File: config.mk
export PLATFORM = sky130hd
export DESIGN_NAME = muldiv_unit
export DESIGN_NICKNAME = d
export VERILOG_FILES = /design/src/design/muldiv_pkg.sv /design/src/design/muldiv_decode.sv /design/src/design/muldiv_mul.sv /design/src/design/muldiv_div.sv /design/src/design/muldiv_unit.sv
export SDC_FILE = /design/constraint.sdc
export NUM_CORES = 2
export LEC_CHECK = 0
export BUFFER_PORTS_ARGS = -buffer_cell sky130_fd_sc_hd__buf_4
export CORE_UTILIZATION = 55
export DETAILED_ROUTE_END_ITERATION = 10
export PLACE_DENSITY = 0.79
export SLEW_MARGIN = 20
export SYNTH_ARGS = -nofsm -noshare
export SYNTH_HDL_FRONTEND = slang
export SYNTH_SLANG_ARGS = --single-unit
File: constraint.sdc
create_clock -name clk -period 7.89 [get_ports clk]
set_clock_uncertainty 0.2 [all_clocks]
set_input_delay 1.9725 -clock clk [delete_from_list [all_inputs] [get_ports clk]]
set_output_delay 1.9725 -clock clk [all_outputs]
set_load 0.05 [all_outputs]
File: src/design/muldiv_pkg.sv
////////////////////////////////////////
// Shared types and constants for the RV32 M-extension unit
// RV32 only, no word forms such as MULW
// md_op_e encoding equals funct3, so decode casts funct3 directly
// Latency values are fixed here and are not module parameters
////////////////////////////////////////

`default_nettype none

package muldiv_pkg;

  ////////////////////////////////////////
  // Widths and latencies
  ////////////////////////////////////////

  // Data and instruction width
  localparam int XLEN = 32;
  localparam int ILEN = 32;

  // Product register stages inside the multiplier
  localparam int MUL_LATENCY = 2;

  // Shift-subtract iterations, one per quotient bit
  localparam int DIV_STEPS = 32;

  // Down counter widths, sized to hold the start value
  localparam int MUL_CNT_W = $clog2(MUL_LATENCY + 1);
  localparam int DIV_CNT_W = $clog2(DIV_STEPS + 1);

  ////////////////////////////////////////
  // Instruction fields
  ////////////////////////////////////////

  // Low two bits of every 32-bit instruction
  localparam logic [1:0] OPC_LEN32 = 2'b11;

  // Major opcode bits [6:2] of register-register ALU ops
  localparam logic [4:0] OPC_OP = 5'b01100;

  // funct7 that selects the M extension
  localparam logic [6:0] FUNCT7_MULDIV = 7'b0000001;

  ////////////////////////////////////////
  // Operation and request types
  ////////////////////////////////////////

  // Values match funct3
  // Bit 2 splits multiplier from divider
  typedef enum logic [2:0] {
    MD_MUL    = 3'd0,
    MD_MULH   = 3'd1,
    MD_MULHSU = 3'd2,
    MD_MULHU  = 3'd3,
    MD_DIV    = 3'd4,
    MD_DIVU   = 3'd5,
    MD_REM    = 3'd6,
    MD_REMU   = 3'd7
  } md_op_e;

  // Operation plus both source operands, 67 bits
  typedef struct packed {
    md_op_e          op;
    logic [XLEN-1:0] a;
    logic [XLEN-1:0] b;
  } md_req_t;

endpackage

`default_nettype wire

File: src/design/muldiv_decode.sv
////////////////////////////////////////
// Decode of M-extension ops from the ID stage
// Decode is combinational, go strobes are one cycle wide
// No accept on the first edge after reset release
////////////////////////////////////////

`timescale 1ns/10ps
`default_nettype none

module muldiv_decode
  import muldiv_pkg::*;
(
  input  wire             clk,
  input  wire             rstn,
  input  wire  [ILEN-1:0] id_instr,
  input  wire             id_bubble,
  input  wire             ex_stall,
  input  wire             md_stall,
  input  wire  [XLEN-1:0] op_a,
  input  wire  [XLEN-1:0] op_b,
  output md_req_t         req,
  output logic            mul_go,
  output logic            div_go
);

  // Instruction fields
  logic [1:0] len_bits;
  logic [4:0] opcode;
  logic [2:0] funct3;
  logic [6:0] funct7;

  // Decode results
  logic       is_md;
  logic       slot_ok;
  logic       dec_en;

  ////////////////////////////////////////
  // Field extraction
  ////////////////////////////////////////

  assign len_bits = id_instr[1:0];
  assign opcode   = id_instr[6:2];
  assign funct3   = id_instr[14:12];
  assign funct7   = id_instr[31:25];

  // OP major opcode with the MULDIV funct7
  assign is_md = (len_bits == OPC_LEN32) &&
                 (opcode == OPC_OP) &&
                 (funct7 == FUNCT7_MULDIV);

  // Request is packed whether or not it is taken
  assign req = '{op: md_op_e'(funct3), a: op_a, b: op_b};

  ////////////////////////////////////////
  // Accept enable
  ////////////////////////////////////////

  // Goes high one clock after reset release
  always_ff @(posedge clk or negedge rstn)
  begin
    if (!rstn)
      dec_en <= 1'b0;
    else
      dec_en <= 1'b1;
  end

  ////////////////////////////////////////
  // Go strobes
  ////////////////////////////////////////

  // Real instruction, pipeline moving, unit idle
  assign slot_ok = dec_en && !id_bubble && !ex_stall && !md_stall && is_md;

  // funct3[2] picks the divider
  assign mul_go = slot_ok && !funct3[2];
  assign div_go = slot_ok &&  funct3[2];

endmodule

`default_nettype wire

File: src/design/muldiv_mul.sv
////////////////////////////////////////
// Sign-folding multiplier, MUL/MULH/MULHSU/MULHU
// Result MUL_LATENCY+1 edges after mul_go
// One operation in flight, mul_go must not arrive while stalled
// mul_r is only meaningful while mul_bubble is low
////////////////////////////////////////

`timescale 1ns/10ps
`default_nettype none

module muldiv_mul
  import muldiv_pkg::*;
(
  input  wire              clk,
  input  wire              rstn,
  input  wire              mul_go,
  input  wire md_req_t     req,
  output logic             mul_stall,
  output logic             mul_bubble,
  output logic [XLEN-1:0]  mul_r
);

  typedef enum logic {
    MUL_IDLE,
    MUL_WAIT
  } mul_state_e;

  // Control
  mul_state_e           state;
  logic [MUL_CNT_W-1:0] cnt;

  // Folded operands before capture
  logic [XLEN-1:0]      opa_fold;
  logic [XLEN-1:0]      opb_fold;
  logic                 neg_fold;

  // Captured at acceptance
  md_op_e               op_q;
  logic [XLEN-1:0]      opa_q;
  logic [XLEN-1:0]      opb_q;
  logic                 neg_q;

  // Product pipeline and sign corrected product
  logic [2*XLEN-1:0]    prod_q [MUL_LATENCY];
  logic [2*XLEN-1:0]    prod_fix;

  // Magnitude of a two's complement value
  function automatic logic [XLEN-1:0] abs_val(input logic [XLEN-1:0] x);
    abs_val = x[XLEN-1] ? (~x + 1'b1) : x;
  endfunction

  ////////////////////////////////////////
  // Operand folding
  ////////////////////////////////////////

  // Everything becomes one unsigned 32x32 product
  always_comb
  begin
    case (req.op)
      MD_MUL, MD_MULH:
      begin
        // Both signed
        opa_fold = abs_val(req.a);
        opb_fold = abs_val(req.b);
        neg_fold = req.a[XLEN-1] ^ req.b[XLEN-1];
      end
      MD_MULHSU:
      begin
        // Only rs1 signed
        opa_fold = abs_val(req.a);
        opb_fold = req.b;
        neg_fold = req.a[XLEN-1];
      end
      default:
      begin
        // MULHU, plain unsigned
        opa_fold = req.a;
        opb_fold = req.b;
        neg_fold = 1'b0;
      end
    endcase
  end

  // Operand registers, held until the next accept
  always_ff @(posedge clk)
  begin
    if (mul_go)
    begin
      op_q  <= req.op;
      opa_q <= opa_fold;
      opb_q <= opb_fold;
      neg_q <= neg_fold;
    end
  end

  ////////////////////////////////////////
  // Product stages
  ////////////////////////////////////////

  always_ff @(posedge clk)
  begin
    prod_q[0] <= {{XLEN{1'b0}}, opa_q} * {{XLEN{1'b0}}, opb_q};
    for (int i = 1; i < MUL_LATENCY; i++)
      prod_q[i] <= prod_q[i-1];
  end

  // Undo the folding
  assign prod_fix = neg_q ? (~prod_q[MUL_LATENCY-1] + 1'b1) : prod_q[MUL_LATENCY-1];

  // Output register, low word only for MUL
  always_ff @(posedge clk)
  begin
    if (op_q == MD_MUL)
      mul_r <= prod_fix[XLEN-1:0];
    else
      mul_r <= prod_fix[2*XLEN-1:XLEN];
  end

  ////////////////////////////////////////
  // Stall and bubble FSM
  ////////////////////////////////////////

  always_ff @(posedge clk or negedge rstn)
  begin
    if (!rstn)
    begin
      state      <= MUL_IDLE;
      cnt        <= '0;
      mul_stall  <= 1'b0;
      mul_bubble <= 1'b1;
    end
    else
    begin
      // Result valid for a single cycle
      mul_bubble <= 1'b1;
      case (state)
        MUL_IDLE:
        begin
          if (mul_go)
          begin
            state     <= MUL_WAIT;
            cnt       <= MUL_CNT_W'(MUL_LATENCY);
            mul_stall <= 1'b1;
          end
        end
        MUL_WAIT:
        begin
          if (cnt != '0)
            cnt <= cnt - 1'b1;
          else
          begin
            // Output register loads on this same edge
            state      <= MUL_IDLE;
            mul_stall  <= 1'b0;
            mul_bubble <= 1'b0;
          end
        end
        default:
          state <= MUL_IDLE;
      endcase
    end
  end

endmodule

`default_nettype wire

File: src/design/muldiv_div.sv
////////////////////////////////////////
// Restoring radix-2 divider, DIV/DIVU/REM/REMU
// Result DIV_STEPS+2 edges after div_go
// Divide by zero and signed overflow follow the RISC-V rules
// div_r is only meaningful while div_bubble is low
////////////////////////////////////////

`timescale 1ns/10ps
`default_nettype none

module muldiv_div
  import muldiv_pkg::*;
(
  input  wire              clk,
  input  wire              rstn,
  input  wire              div_go,
  input  wire md_req_t     req,
  output logic             div_stall,
  output logic             div_bubble,
  output logic [XLEN-1:0]  div_r
);

  typedef enum logic [1:0] {
    DIV_IDLE,
    DIV_RUN,
    DIV_FINISH
  } div_state_e;

  // Control
  div_state_e           state;
  logic [DIV_CNT_W-1:0] cnt;

  // Request decode
  logic                 sgn;
  logic [XLEN-1:0]      a_mag;
  logic [XLEN-1:0]      b_mag;

  // Captured at acceptance
  md_op_e               op_q;
  logic [XLEN-1:0]      dividend_q;
  logic [XLEN-1:0]      divisor_q;
  logic                 quo_neg;
  logic                 rem_neg;
  logic                 dbz_q;
  logic                 ovf_q;

  // Partial remainder and quotient
  logic [XLEN-1:0]      rem_q;
  logic [XLEN-1:0]      quo_q;
  logic [XLEN:0]        rem_sh;
  logic [XLEN:0]        diff;

  // Final fixup
  logic [XLEN-1:0]      quo_fix;
  logic [XLEN-1:0]      rem_fix;
  logic [XLEN-1:0]      quo_res;
  logic [XLEN-1:0]      rem_res;

  ////////////////////////////////////////
  // Operand preparation
  ////////////////////////////////////////

  // DIV and REM treat operands as signed
  assign sgn   = (req.op == MD_DIV) || (req.op == MD_REM);
  assign a_mag = (sgn && req.a[XLEN-1]) ? (~req.a + 1'b1) : req.a;
  assign b_mag = (sgn && req.b[XLEN-1]) ? (~req.b + 1'b1) : req.b;

  // One shift-subtract step
  assign rem_sh = {rem_q, quo_q[XLEN-1]};
  assign diff   = rem_sh - {1'b0, divisor_q};

  always_ff @(posedge clk)
  begin
    if (div_go)
    begin
      op_q       <= req.op;
      dividend_q <= req.a;
      divisor_q  <= b_mag;
      // Quotient sign follows both operands, remainder sign the dividend
      quo_neg    <= sgn && (req.a[XLEN-1] ^ req.b[XLEN-1]);
      rem_neg    <= sgn && req.a[XLEN-1];
      dbz_q      <= (req.b == '0);
      ovf_q      <= sgn && (req.a == {1'b1, {(XLEN-1){1'b0}}}) && (req.b == '1);
      rem_q      <= '0;
      quo_q      <= a_mag;
    end
    else if (state == DIV_RUN && cnt != '0)
    begin
      // Keep the difference when it did not go negative
      if (!diff[XLEN])
      begin
        rem_q <= diff[XLEN-1:0];
        quo_q <= {quo_q[XLEN-2:0], 1'b1};
      end
      else
      begin
        rem_q <= rem_sh[XLEN-1:0];
        quo_q <= {quo_q[XLEN-2:0], 1'b0};
      end
    end
  end

  ////////////////////////////////////////
  // Sign fixup and special cases
  ////////////////////////////////////////

  assign quo_fix = quo_neg ? (~quo_q + 1'b1) : quo_q;
  assign rem_fix = rem_neg ? (~rem_q + 1'b1) : rem_q;

  always_comb
  begin
    if (dbz_q)
    begin
      // x / 0
      quo_res = '1;
      rem_res = dividend_q;
    end
    else if (ovf_q)
    begin
      // Most negative / -1
      quo_res = dividend_q;
      rem_res = '0;
    end
    else
    begin
      quo_res = quo_fix;
      rem_res = rem_fix;
    end
  end

  always_ff @(posedge clk)
  begin
    if (state == DIV_FINISH)
      div_r <= ((op_q == MD_REM) || (op_q == MD_REMU)) ? rem_res : quo_res;
  end

  ////////////////////////////////////////
  // Stall and bubble FSM
  ////////////////////////////////////////

  always_ff @(posedge clk or negedge rstn)
  begin
    if (!rstn)
    begin
      state      <= DIV_IDLE;
      cnt        <= '0;
      div_stall  <= 1'b0;
      div_bubble <= 1'b1;
    end
    else
    begin
      div_bubble <= 1'b1;
      case (state)
        DIV_IDLE:
        begin
          if (div_go)
          begin
            state     <= DIV_RUN;
            cnt       <= DIV_CNT_W'(DIV_STEPS);
            div_stall <= 1'b1;
          end
        end
        DIV_RUN:
        begin
          // One step per cycle until the count runs out
          if (cnt != '0)
            cnt <= cnt - 1'b1;
          else
            state <= DIV_FINISH;
        end
        DIV_FINISH:
        begin
          state      <= DIV_IDLE;
          div_stall  <= 1'b0;
          div_bubble <= 1'b0;
        end
        default:
          state <= DIV_IDLE;
      endcase
    end
  end

endmodule

`default_nettype wire

File: src/design/muldiv_unit.sv
////////////////////////////////////////
// RV32 M-extension execution unit, top level
// One op in flight, md_stall holds the pipeline meanwhile
// md_r valid only while md_bubble is low, zero otherwise
////////////////////////////////////////

`timescale 1ns/10ps
`default_nettype none

module muldiv_unit
  import muldiv_pkg::*;
(
  input  wire              clk,
  input  wire              rstn,
  input  wire  [ILEN-1:0]  id_instr,
  input  wire              id_bubble,
  input  wire  [XLEN-1:0]  op_a,
  input  wire  [XLEN-1:0]  op_b,
  input  wire              ex_stall,
  output logic             md_stall,
  output logic             md_bubble,
  output logic [XLEN-1:0]  md_r
);

  // Decoded request and strobes
  md_req_t         req;
  logic            mul_go;
  logic            div_go;

  // Unit returns
  logic            mul_stall;
  logic            mul_bubble;
  logic [XLEN-1:0] mul_r;
  logic            div_stall;
  logic            div_bubble;
  logic [XLEN-1:0] div_r;

  ////////////////////////////////////////
  // Instances
  ////////////////////////////////////////

  muldiv_decode u_decode (
    .clk       (clk),
    .rstn      (rstn),
    .id_instr  (id_instr),
    .id_bubble (id_bubble),
    .ex_stall  (ex_stall),
    .md_stall  (md_stall),
    .op_a      (op_a),
    .op_b      (op_b),
    .req       (req),
    .mul_go    (mul_go),
    .div_go    (div_go)
  );

  muldiv_mul u_mul (
    .clk        (clk),
    .rstn       (rstn),
    .mul_go     (mul_go),
    .req        (req),
    .mul_stall  (mul_stall),
    .mul_bubble (mul_bubble),
    .mul_r      (mul_r)
  );

  muldiv_div u_div (
    .clk        (clk),
    .rstn       (rstn),
    .div_go     (div_go),
    .req        (req),
    .div_stall  (div_stall),
    .div_bubble (div_bubble),
    .div_r      (div_r)
  );

  ////////////////////////////////////////
  // Output merge
  ////////////////////////////////////////

  // Either unit busy stalls the pipe
  assign md_stall  = mul_stall | div_stall;
  assign md_bubble = mul_bubble & div_bubble;

  // Pick whichever unit is presenting
  always_comb
  begin
    if (!mul_bubble)
      md_r = mul_r;
    else if (!div_bubble)
      md_r = div_r;
    else
      md_r = '0;
  end

endmodule

`default_nettype wire

==> flow_metrics.py <==
metrics = {
    "floorplan": {
        "fp.dieArea_mm2": 0.0976,
        "start_util_pct": 55.7,
        "core_area_mm2": 0.0952,
        "num_rows": 113,
        "die_y_um": 312,
        "die-width_um": 312,
        "io_pins": 134,
    },
    "cts": {
        "clock_latency_ns": 0.55,
        "root_buffer": "clkbuf_16",
        "tritoncts": "built",
        "cts.sinks": 410,
        "clk_path_buf_depth": 3,
        "cts_hold_buf": 0,
        "htree_levels": 2,
        "clk_pin_slew_worst_paths_ns": 0.07,
        "cts_buffers": 39,
    },
    "setup_path": {
        "startpoint_type": "flop",
        "worstPathMaxFanout": 3,
        "worstSetupEndpointType": "flop",
        "slowest_delay_ns": 0.57,
        "reg2regPathDepth": 26,
        "r2r_end": "u_mul.prod_q[0][56]",
        "r2r_start": "u_mul.opb_q[8]",
        "critical_path_required_ns": 8.11,
        "cp.arrival_ns": 8.09,
        "worst_path_max_delay_cell": "fa_1",
        "critPathKind": "flop to flop",
        "ff2ff_setup_slack_ns": 0.02,
        "cp_common_cell": "fa_1",
    },
    "placement": {
        "pre_cts_ws_ns": -0.0608,
        "dpl.hpwl_mm": 114,
        "port_buffers": 118,
        "gp_congestion": 1.02,
        "dpl.cell_count": 6970,
    },
    "worst_hold_path": {
        "timing.hold.worst.start": "u_mul.prod_q[0][57]",
        "hold_path_depth": 0,
        "min_to": "u_mul.prod_q[0][121]",
        "hold_path.class": "flop to flop",
    },
    "layout": {
        "instances_no_fill": 7077,
        "fin_nets": 7078,
        "syn_to_final_growth_pct": 10.4,
        "layout-drive-gt1-share_pct": 8.84,
        "utilization_pct": 61.5,
    },
    "timing": {
        "slew_violations": 0,
        "post-route-min-period_ns": 7.87,
        "rsz0062_at_grt": "true",
        "setup_viol": 0,
        "max-slew-margin-rel_pct": 23.6,
        "max_freq_ghz": 0.127,
        "final.setup.worst_slack_ns": 0.0178,
        "hold_viol_final": 0,
        "worstMarginPinSlew_ns": 1.15,
        "period_share_pct": 99.8,
        "hold_slack_ns": 0.122,
    },
    "detailed_routing": {
        "first_pass_iters": 9,
        "vias": 40500,
        "route.detailed.drc": 0,
        "drtAntennaViolNets": 0,
        "wl_mm": 145,
        "detail_route.wl_per_cell_um": 20.5,
        "first_iter_violations": 3918,
        "via_per_inst": 5.72,
    },
    "yosys": {
        "post_synth_inst_count": 5695,
        "synth-seq-cells": 410,
        "yosys.cell_types.count": 80,
        "yosysWarnings": 0,
        "avgSynthCellArea_um2": 9.31,
        "yosysSeqAreaShare_pct": 19.5,
        "synth_edf_count": 202,
        "synth_nets": 6998,
        "ys.flop_type": "edfxtp_1",
        "syn_area_mm2": 0.0530,
        "async_reset_ff_share_pct": 3.90,
    },
    "global_route": {
        "overflow": 0,
        "grtUsageTotal_pct": 29.8,
        "grt_antenna_before_repair": 6,
        "grt_pass1_wl_mm": 229,
        "grt_pass1_vias": 42400,
        "grt_max_degree": 79,
    },
    "power": {
        "p_seq_share_pct": 50.5,
        "p_int_uw": 3440,
        "powerDensity_mw_per_mm2": 75.7,
        "peakVddDrop_mv": 0.163,
        "p_total_uw": 4430,
        "power_leakage_uw": 0.0271,
        "comb_power_share_pct": 4.3,
        "p_switching_uw": 991,
        "pwr-share-clk_pct": 45.2,
        "switching_share_pct": 22.4,
    },
    "outcome": {
        "status": "finished clean",
    },
    "job": {
        "drv_cap": 0,
    },
}
-- worst max-delay path by stage --
stage	startpoint	to	slack, ns	cells past startpoint
final	u_mul.opb_q[8]	u_mul.prod_q[0][56]	0.02	26
after floorplan	u_mul.opa_q[31]	u_mul.prod_q[0][56]	0.38	26
after detailed placement	u_mul.opa_q[13]	u_mul.prod_q[0][56]	-0.06	26
after global routing	u_mul.opb_q[8]	u_mul.prod_q[0][59]	-0.12	26
after global placement	u_mul.opa_q[13]	u_mul.prod_q[0][60]	0.09	27
after CTS	u_mul.opa_q[13]	u_mul.prod_q[0][60]	0.004	27
-- critical path, delay by kind of cell (launching register included) --
kind	cells	cell delay (ns)
AO/OA/AOI/OAI	3	0.60
XOR/XNOR	1	0.16
adder cells (fa/ha/maj)	9	4.35
buffers and inverters	6	0.62
flip-flops	1	0.43
AND/OR/NAND/NOR	7	1.42
-- per-layer routing --
layer  track usage [%]  vias to the layer above  part of all wire (%)
met1              39.2                    20400                    39
met4              12.2                        0                   4.5
met3              4.09                      381                   7.9
li1                  -                    17900                     -
met2              49.6                     1825                    49
met5                 0                        -                     0
-- cell usage in the layout (no fill, tap or decap), types with 23 or more instances in the layout --
master       n
nor2_1     188
a21o_1      41
clkbuf_16   50
nor3_1      40
xor2_1     159
nand3_1     35
inv_1      950
edfxtp_1   202
or4_1       23
buf_4      280
o21ai_0    229
nand2_1    740
o211ai_1    30
fa_1       887
or3_1       27
a21oi_1    148
xnor2_1    171
buf_12      49
dfxtp_1    192
nand4_1     28
and2_1     610
o31ai_1     37
ha_1       298
-- per-stage QoR --
step                      TNS [ns]  cell area [µm²]
after floorplan                  0            53000
after global placement           0            56400
after detailed placement   -0.0949            56400
after CTS                        0            57900
after global routing        -0.756            58500
final                            0            58500
-- synthesized netlist by cell type, drive strengths merged (4+ instances only) --
cell	count	area, µm²
inv	950	3570
fa	897	18000
nand2	743	2790
and2	616	3850
ha	306	3830
clkbuf	298	1120
o21ai	245	1230
edfxtp	202	6070
nor2	194	736
dfxtp	192	3840
xnor2	174	1520
a21oi	162	811
xor2	159	1390
nor3	43	215
o31ai	43	338
a21o	41	308
nand3	35	175
o211ai	30	225
or3	30	198
nand4	28	175
or4	27	214
a22oi	21	158
nor4	19	149
a211oi	17	133
a31oi	17	106
o41ai	16	159
and3	15	93.8
dfrtp	14	350
a21boi	13	97.6
nand2b	13	81.3
o21a	13	97.6
nor2b	12	75.1
o21bai	11	82.6
o221ai	9	78.8
buf	8	37.5
a41oi	7	61.3
o22ai	7	43.8
a22o	6	52.6
nor3b	6	50.1
or2	6	37.5
a211o	4	35.0
nand3b	4	30.0
-- registers in the layout, summed over array words and instances, names as in the netlist, 2 cells and up --
name / count
u_div.quo_q: 32
u_mul.op_q: 3
u_mul.cnt: 2
u_mul.opa_q: 32
u_div.op_q: 2
u_div.cnt: 6
u_div.state: 2
u_mul.prod_q: 128
u_div.rem_q: 32
u_mul.mul_r: 32
u_div.dividend_q: 32
u_div.divisor_q: 32
u_mul.opb_q: 32
u_div.div_r: 32
-- cell families after synthesis --
logic type,count (synthesis),synth area share [%]
buffers and inverters,1257,8.92
other,1,0.00708
AO/OA/AOI/OAI,684,7.97
XOR/XNOR,333,5.50
adder cells (fa/ha/maj),1203,41.1
multiplexers,5,0.0992
flip-flops,410,19.5
AND/OR/NAND/NOR,1802,16.9
-- area by class of cell --
class | instances | area, µm²
Fill cell | 7709 | 36700
Antenna cell | 6 | 15.0
Timing Repair Buffer | 345 | 3330
Tap cell | 1265 | 1580
Clock inverter | 23 | 213
Multi-Input combinational cell | 4028 | 38300
Clock buffer | 49 | 1160
Sequential cell | 410 | 10300
Inverter | 951 | 3570
-- power by group through the flow --
stage	logic, µW	clock network (µW)	registers, µW
final	190	2000	2240
after global routing	202	2100	2240
after CTS	188	2010	2240
after detailed placement	187	0	2280
after global placement	183	0	2280
after floorplan	88.0	0	2280
-- what timing repair did --
item / in CTS / in global routing
gates cloned: 0 / 5
pin swaps: 0 / 31
resized for setup: 3 / 80
endpoints found under the setup margin: 5 / 19
setup buffers: 4 / 20
(Power assumes the default switching activity.)
